File: src/source/uart_pkg.sv
package uart_pkg;

    localparam int CHAR_WIDTH = 8;

    // data, parity and up to two stop bits, start bit excluded.
    localparam int FRAME_WIDTH = 11;

    typedef enum logic [1:0] {
        CHAR_5 = 2'b00,
        CHAR_6 = 2'b01,
        CHAR_7 = 2'b10,
        CHAR_8 = 2'b11
    } char_size_t;

    typedef struct packed {
        char_size_t char_size;
        logic       parity_en;
        logic       parity_odd;
        logic       two_stop;
    } line_cfg_t;

    // one flag per error pulse.
    typedef struct packed {
        logic line_low;
        logic stop_err;
        logic parity_err;
    } rx_error_t;

    typedef logic [CHAR_WIDTH-1:0] uart_char_t;

    function automatic logic [3:0] char_bits(char_size_t size);
        return 4'd5 + 4'(size);
    endfunction

    // even parity unless parity_odd.
    function automatic logic char_parity(uart_char_t ch, line_cfg_t cfg);
        logic p;
        p = cfg.parity_odd;
        for (int i = 0; i < CHAR_WIDTH; i++) begin
            if (i < int'(char_bits(cfg.char_size))) begin
                p = p ^ ch[i];
            end
        end
        return p;
    endfunction

endpackage
File: src/source/uart_top.sv
`timescale 1ns/1ps

module uart_top #(
    parameter int BAUD_WIDTH = 21
) (
    input  logic                  clock,
    input  logic                  reset_in,
    input  logic [BAUD_WIDTH-1:0] baud_div,
    input  uart_pkg::line_cfg_t   cfg,
    input  uart_pkg::uart_char_t  tx_char,
    input  logic                  tx_load,
    output logic                  txd,
    output logic                  tx_busy,
    output logic                  tx_done,
    input  logic                  rxd,
    output uart_pkg::uart_char_t  rx_char,
    output logic                  rx_valid,
    output uart_pkg::rx_error_t   rx_error
);

    logic tx_restart;
    logic tx_tick;
    logic rx_restart_half;
    logic rx_tick;

    // transmit side only ever needs a full-period restart.
    bit_timer #(
        .BAUD_WIDTH(BAUD_WIDTH)
    ) u_tx_timer (
        .clock       (clock),
        .reset_in    (reset_in),
        .baud_div    (baud_div),
        .restart     (tx_restart),
        .restart_half(1'b0),
        .tick        (tx_tick)
    );

    // receive side free-runs and re-times on the start edge.
    bit_timer #(
        .BAUD_WIDTH(BAUD_WIDTH)
    ) u_rx_timer (
        .clock       (clock),
        .reset_in    (reset_in),
        .baud_div    (baud_div),
        .restart     (1'b0),
        .restart_half(rx_restart_half),
        .tick        (rx_tick)
    );

    uart_tx u_tx (
        .clock   (clock),
        .reset_in(reset_in),
        .cfg     (cfg),
        .tick    (tx_tick),
        .char    (tx_char),
        .load    (tx_load),
        .restart (tx_restart),
        .txd     (txd),
        .busy    (tx_busy),
        .done    (tx_done)
    );

    uart_rx u_rx (
        .clock       (clock),
        .reset_in    (reset_in),
        .cfg         (cfg),
        .tick        (rx_tick),
        .rxd         (rxd),
        .restart_half(rx_restart_half),
        .char        (rx_char),
        .valid       (rx_valid),
        .error       (rx_error)
    );

endmodule

File: src/source/uart_rx.sv
`timescale 1ns/1ps

module uart_rx (
    input  logic                 clock,
    input  logic                 reset_in,
    input  uart_pkg::line_cfg_t  cfg,
    input  logic                 tick,
    input  logic                 rxd,
    output logic                 restart_half,
    output uart_pkg::uart_char_t char,
    output logic                 valid,
    output uart_pkg::rx_error_t  error
);

    import uart_pkg::*;

    typedef enum logic [2:0] {
        HUNT,
        START_WAIT,
        START,
        DATA,
        PARITY,
        STOP
    } rx_state_t;

    rx_state_t  state;
    logic [1:0] rxd_sync;
    logic       line;
    logic [3:0] n_bits;
    logic [3:0] bit_cnt;
    uart_char_t shreg;
    uart_char_t data;

    assign line = rxd_sync[1];
    assign n_bits = char_bits(cfg.char_size);

    // data enters at the top, so short characters need aligning.
    assign data = shreg >> (4'(CHAR_WIDTH) - n_bits);

    // falling edge seen between the two sync flops.
    assign restart_half = (state == START_WAIT) && rxd_sync[1] && !rxd_sync[0];

    always_ff @(posedge clock) begin
        rxd_sync <= {rxd_sync[0], rxd};
    end

    always_ff @(posedge clock) begin
        if (state == DATA && tick) begin
            shreg <= {line, shreg[CHAR_WIDTH-1:1]};
        end
        if (state == STOP && tick && line) begin
            char <= data;
        end
    end

    always_ff @(posedge clock) begin
        if (reset_in) begin
            state <= HUNT;
            bit_cnt <= '0;
            valid <= 1'b0;
            error <= '0;
        end else begin
            valid <= 1'b0;
            error <= '0;
            case (state)
                HUNT: begin
                    // need one idle-high bit period first.
                    if (tick) begin
                        if (line) begin
                            state <= START_WAIT;
                        end else begin
                            error.line_low <= 1'b1;
                        end
                    end
                end
                START_WAIT: begin
                    if (restart_half) begin
                        state <= START;
                    end
                end
                START: begin
                    if (tick) begin
                        if (line) begin
                            // glitch, not a start bit.
                            state <= START_WAIT;
                        end else begin
                            state <= DATA;
                            bit_cnt <= '0;
                        end
                    end
                end
                DATA: begin
                    if (tick) begin
                        bit_cnt <= bit_cnt + 4'd1;
                        if (bit_cnt == n_bits - 4'd1) begin
                            state <= cfg.parity_en ? PARITY : STOP;
                        end
                    end
                end
                PARITY: begin
                    if (tick) begin
                        if (line != char_parity(data, cfg)) begin
                            error.parity_err <= 1'b1;
                            state <= HUNT;
                        end else begin
                            state <= STOP;
                        end
                    end
                end
                STOP: begin
                    if (tick) begin
                        if (line) begin
                            valid <= 1'b1;
                            state <= START_WAIT;
                        end else begin
                            error.stop_err <= 1'b1;
                            state <= HUNT;
                        end
                    end
                end
                default: begin
                    state <= HUNT;
                end
            endcase
        end
    end

    // a frame ends either good or with one reason.
    a_valid_or_error : assert property (
        @(posedge clock) disable iff (reset_in)
        !(valid && (error != '0))
    );

    a_one_error : assert property (
        @(posedge clock) disable iff (reset_in)
        $onehot0(error)
    );

endmodule

File: src/source/uart_tx.sv
`timescale 1ns/1ps

module uart_tx (
    input  logic                 clock,
    input  logic                 reset_in,
    input  uart_pkg::line_cfg_t  cfg,
    input  logic                 tick,
    input  uart_pkg::uart_char_t char,
    input  logic                 load,
    output logic                 restart,
    output logic                 txd,
    output logic                 busy,
    output logic                 done
);

    import uart_pkg::*;

    logic [3:0]             n_bits;
    logic [3:0]             stop_pos;
    logic                   parity_bit;
    logic [1:0]             stop_bits;
    logic [FRAME_WIDTH-1:0] frame;
    logic [FRAME_WIDTH-1:0] shreg;

    // frame after the start bit, LSB goes out first.
    always_comb begin
        n_bits = char_bits(cfg.char_size);
        stop_pos = n_bits + 4'(cfg.parity_en);
        parity_bit = cfg.parity_en & char_parity(char, cfg);
        stop_bits = cfg.two_stop ? 2'b11 : 2'b01;
        frame = FRAME_WIDTH'(char) & ((FRAME_WIDTH'(1) << n_bits) - FRAME_WIDTH'(1));
        frame = frame | (FRAME_WIDTH'(parity_bit) << n_bits);
        frame = frame | (FRAME_WIDTH'(stop_bits) << stop_pos);
    end

    // start bit lasts a full period from here.
    assign restart = load & ~busy;

    always_ff @(posedge clock) begin
        if (restart) begin
            shreg <= frame;
        end else if (busy && tick) begin
            shreg <= shreg >> 1;
        end
    end

    always_ff @(posedge clock) begin
        if (reset_in) begin
            txd <= 1'b1;
            busy <= 1'b0;
            done <= 1'b0;
        end else begin
            done <= 1'b0;
            if (!busy) begin
                if (load) begin
                    txd <= 1'b0;
                    busy <= 1'b1;
                end
            end else if (tick) begin
                if (shreg == '0) begin
                    // end of the last stop bit.
                    busy <= 1'b0;
                    done <= 1'b1;
                end else begin
                    txd <= shreg[0];
                end
            end
        end
    end

    // the line only leaves idle inside a frame.
    a_idle_high : assert property (
        @(posedge clock) disable iff (reset_in)
        !busy |-> txd
    );

endmodule

File: src/source/bit_timer.sv
`timescale 1ns/1ps

module bit_timer #(
    parameter int BAUD_WIDTH = 21
) (
    input  logic                  clock,
    input  logic                  reset_in,
    input  logic [BAUD_WIDTH-1:0] baud_div,
    input  logic                  restart,
    input  logic                  restart_half,
    output logic                  tick
);

    logic [BAUD_WIDTH-1:0] count;

    assign tick = (count == '0);

    always_ff @(posedge clock) begin
        if (reset_in) begin
            count <= '0;
        end else if (restart) begin
            count <= baud_div;
        end else if (restart_half) begin
            // next tick lands mid-bit.
            count <= baud_div >> 1;
        end else if (tick) begin
            count <= baud_div;
        end else begin
            count <= count - 1'b1;
        end
    end

    // each timer has a single owner, which never asks for both reloads.
    a_one_restart : assert property (
        @(posedge clock) disable iff (reset_in)
        !(restart && restart_half)
    );

endmodule

File: config.mk
export PLATFORM = sky130hd
export DESIGN_NAME = uart_top
export DESIGN_NICKNAME = d
export VERILOG_FILES = /design/src/source/uart_pkg.sv /design/src/source/uart_top.sv /design/src/source/uart_rx.sv /design/src/source/uart_tx.sv /design/src/source/bit_timer.sv
export SDC_FILE = /design/constraint.sdc
export NUM_CORES = 1
export LEC_CHECK = 0
export BUFFER_PORTS_ARGS = -buffer_cell sky130_fd_sc_hd__buf_2
export CAP_MARGIN = 20
export CORE_ASPECT_RATIO = 0.8
export CORE_MARGIN = 1.5
export CORE_UTILIZATION = 60
export DETAILED_ROUTE_END_ITERATION = 10
export PLACE_DENSITY = 0.81
export SYNTH_ARGS = -nofsm -noshare
export SYNTH_HDL_FRONTEND = slang
export SYNTH_HIERARCHICAL = 1
export SYNTH_SLANG_ARGS = --single-unit
File: constraint.sdc
create_clock -name clock -period 5.3 [get_ports clock]
set_clock_uncertainty 0.1 [all_clocks]
set_input_delay 0.53 -clock clock [delete_from_list [all_inputs] [get_ports clock]]
set_output_delay 0.53 -clock clock [all_outputs]
set_load 0.05 [all_outputs]
==> flow_summary.toml <==
[outcome]
status = "finished, final reports clean"

[detailed_routing]
drc = 0
top_layer_used = "met4"
vias_per_cell = 6.136
drt_iter0_markers = 499
dr_wl_met2_um = 5757
wl_per_cell_um = 16.95
wirelength_met1_um = 6008
dr_total_vias = 4657
dr.pass1.iters = 5
wl_met3_um = 957
routed_wl_um = 12860
drtAntennaViolNets = 0

[setup_path]
crit_family = "simple AND/OR/NAND/NOR gates"
cp_data_arrival_time_ns = 3.60
r2r_setup_slack_ns = 1.86
end_kind = "flip-flop"
worst-path-stages = 8
worst-path-buf-inv = 0
r2r_start = "u_rx_timer/count[11]"
start_kind = "flip-flop"
ff2ff_path_depth = 8
r2r_end = "u_rx/bit_cnt[3]"
cp_cell_sequence = "or4_4 -> or4b_4 -> nor2_2 -> nand2_1 -> a211oi_1 -> nand4_1 -> xor2_1 -> nor2_1"
critPathKind = "reg2reg"
crit_path_start = "u_rx_timer/count[11]"
worstSetupEndpoint = "u_rx/bit_cnt[3]"
slowest_stage = "nor2_2"
worstPathRequired_ns = 5.46
crit_path_max_incr_delay_ns = 0.67
cp_max_fo = 19

[cells_and_area]
area_growth_pct = 10.36
final_cells = 759
fin_nets = 697
drive_gt1_share_pct = 15.77
diodes = 0

[power]
max-vdd-ir-drop_mv = 0.2074
p_leak_nw = 2.314
p_per_area_nw_per_um2 = 279.3
power.total_mw = 1.649

[logic_synthesis]
synth_top_area_cell = "dfxtp_1"
synth_xor_area_share_pct = 10.11
synth_compound_area_share_pct = 16.37
synthTopCellsByCount = "nor2_1, dfxtp_1, nand2_1, inv_1, edfxtp_1"
synth.area.top_cells = "dfxtp_1, edfxtp_1, nor2_1"
yosys_warnings = 6
synth_seq_cells = 85
synth_edf_count = 27
yosys.area_share.simple_pct = 22.92
ys_seq_area_share_pct = 36.87
synth_area_um2 = 5349
async_flop_share_pct = 0
synth-adder-area-share_pct = 4.117
synth.most_common_cell = "nor2_1"
synth.mux.area_fraction_pct = 4.632
ys_types = 68
synth.top_cell.area_share_pct = 21.71
dominantRegCellSynth = "dfxtp_1"
synth_cells = 590
synth_area_per_cell_um2 = 9.066
synth_top_family_by_area = "simple AND/OR/NAND/NOR gates"

[cts]
cts_buffer_depth = 2
cts_sinks = 85
ctsRootBufferMaster = "clkbuf_8"
cts_resized = 0
h-tree-depth = 3
cts_hold_buf = 0
cts_inserted_buffers = 9
clk_pin_slew_ns = 0.08
tritoncts = "done"
cts_setup_buffers = 0
insertion_delay_ns = 0.37

[timing]
period_needed_ns = 3.441
rsz0062_at_grt = "no"
hold_violations = 0
slew-limit-headroom_pct = 31.12
setup_tns_ns = 0
fmax_ghz = 0.2906
drv_slew = 0
setup_violations = 0
worst_pin_slew_ns = 1.033
period_share_pct = 64.93

[place]
portBuffers = 52
dp_hpwl_um = 9135
dp_cells = 743
place_congestion = 0.8847

[floorplanning]
start_util_pct = 62.50
ios = 53
die_h_um = 87.45
die_area_um2 = 9494
coreArea_um2 = 8558
die_w_um = 108.6
rows = 30

[grt]
grt_max_degree = 58
grt_pass1_vias = 4304
grt_pass1_wl_um = 20830
grt-ovfl-total = 0
grt_antenna_before_repair = 0
grt_use_total_pct = 28.30

[job]
drv_cap = 0

[min_path]
holdCritPathClass = "in2reg"
[kinds of logic (layout without fill, tap and decap cells)]
group                      Yosys count  in the layout
AOI/OAI and AO/OA                  114            114
xor gates and xnor gates            54             54
adders and majority gates           17             17
buffers and inverters               61            107
DFF                                 85             85
muxes                               18             18
other                                1             12
and+or+nand+nor                    240            240
[power breakdown]
group	switching, mW	internal, mW	total (mW)
logic	0.209	0.173	0.382
clock network	0.232	0.273	0.504
registers	0.0472	0.715	0.762
[area by class of cell]
cell class	count	area (um^2)
Inverter	37	138.9
Multi-Input combinational cell	455	3156
Clock buffer	14	183.9
Sequential cell	85	1972
Fill cell	674	2655
Timing Repair Buffer	54	275.3
Tap cell	112	140.1
Clock inverter	2	37.54
[metal layers]
layer  up-vias  track usage (%)
met5         -                0
met3        17            7.180
li1       2256                -
met4         0            6.818
met1      2192            40.21
met2       192            43.17
[registers in the layout, indices dropped and copies added (netlist names), 2 cells and up]
signal	cells
u_tx_timer/count	21
u_tx/shreg	11
u_rx/bit_cnt	4
u_rx/state	3
u_rx/rxd_sync	2
u_rx/error	3
u_rx/shreg	8
u_rx_timer/count	21
u_rx/char	8
[per-stage QoR]
stage	setup WS [ns]	util [%]	hold slack, ns	area [um^2]
after CTS	1.918	68.98	0.1443	5903
after detailed placement	1.904	66.39	0.2453	5682
after global placement	2.050	66.39	0.2412	5682
final	1.859	68.98	0.1649	5903
after floorplan	2.525	-	0.2317	5390
after global routing	1.721	68.98	0.1437	5903
[cell usage in the layout (no fill, tap or decap), types with 11 or more instances in the layout]
cell type,instances
nor2_1,82
dfxtp_1,58
buf_2,52
nand2_1,43
inv_1,37
edfxtp_1,27
xor2_1,25
xnor2_1,24
nor3_1,23
a21oi_1,20
ha_1,16
a2111oi_0,14
nor4_1,13
mux2i_1,12
nand2b_1,12
nand3_1,12
conb_1,12
clkbuf_8,11
[worst min-delay path by stage]
stage          depth (start not counted)             start  slack [ns]          endpoint
6_report                               1               rxd        0.16  u_rx/rxd_sync[0]
2_1_floorplan                          0  u_rx/rxd_sync[0]        0.23  u_rx/rxd_sync[1]
4_1_cts                                1               rxd        0.14  u_rx/rxd_sync[0]
5_1_grt                                1               rxd        0.14  u_rx/rxd_sync[0]
3_5_place_dp                           0  u_rx/rxd_sync[0]        0.25  u_rx/rxd_sync[1]
3_3_place_gp                           0  u_rx/rxd_sync[0]        0.24  u_rx/rxd_sync[1]
Note: power is estimated with default switching activity, not from simulation.
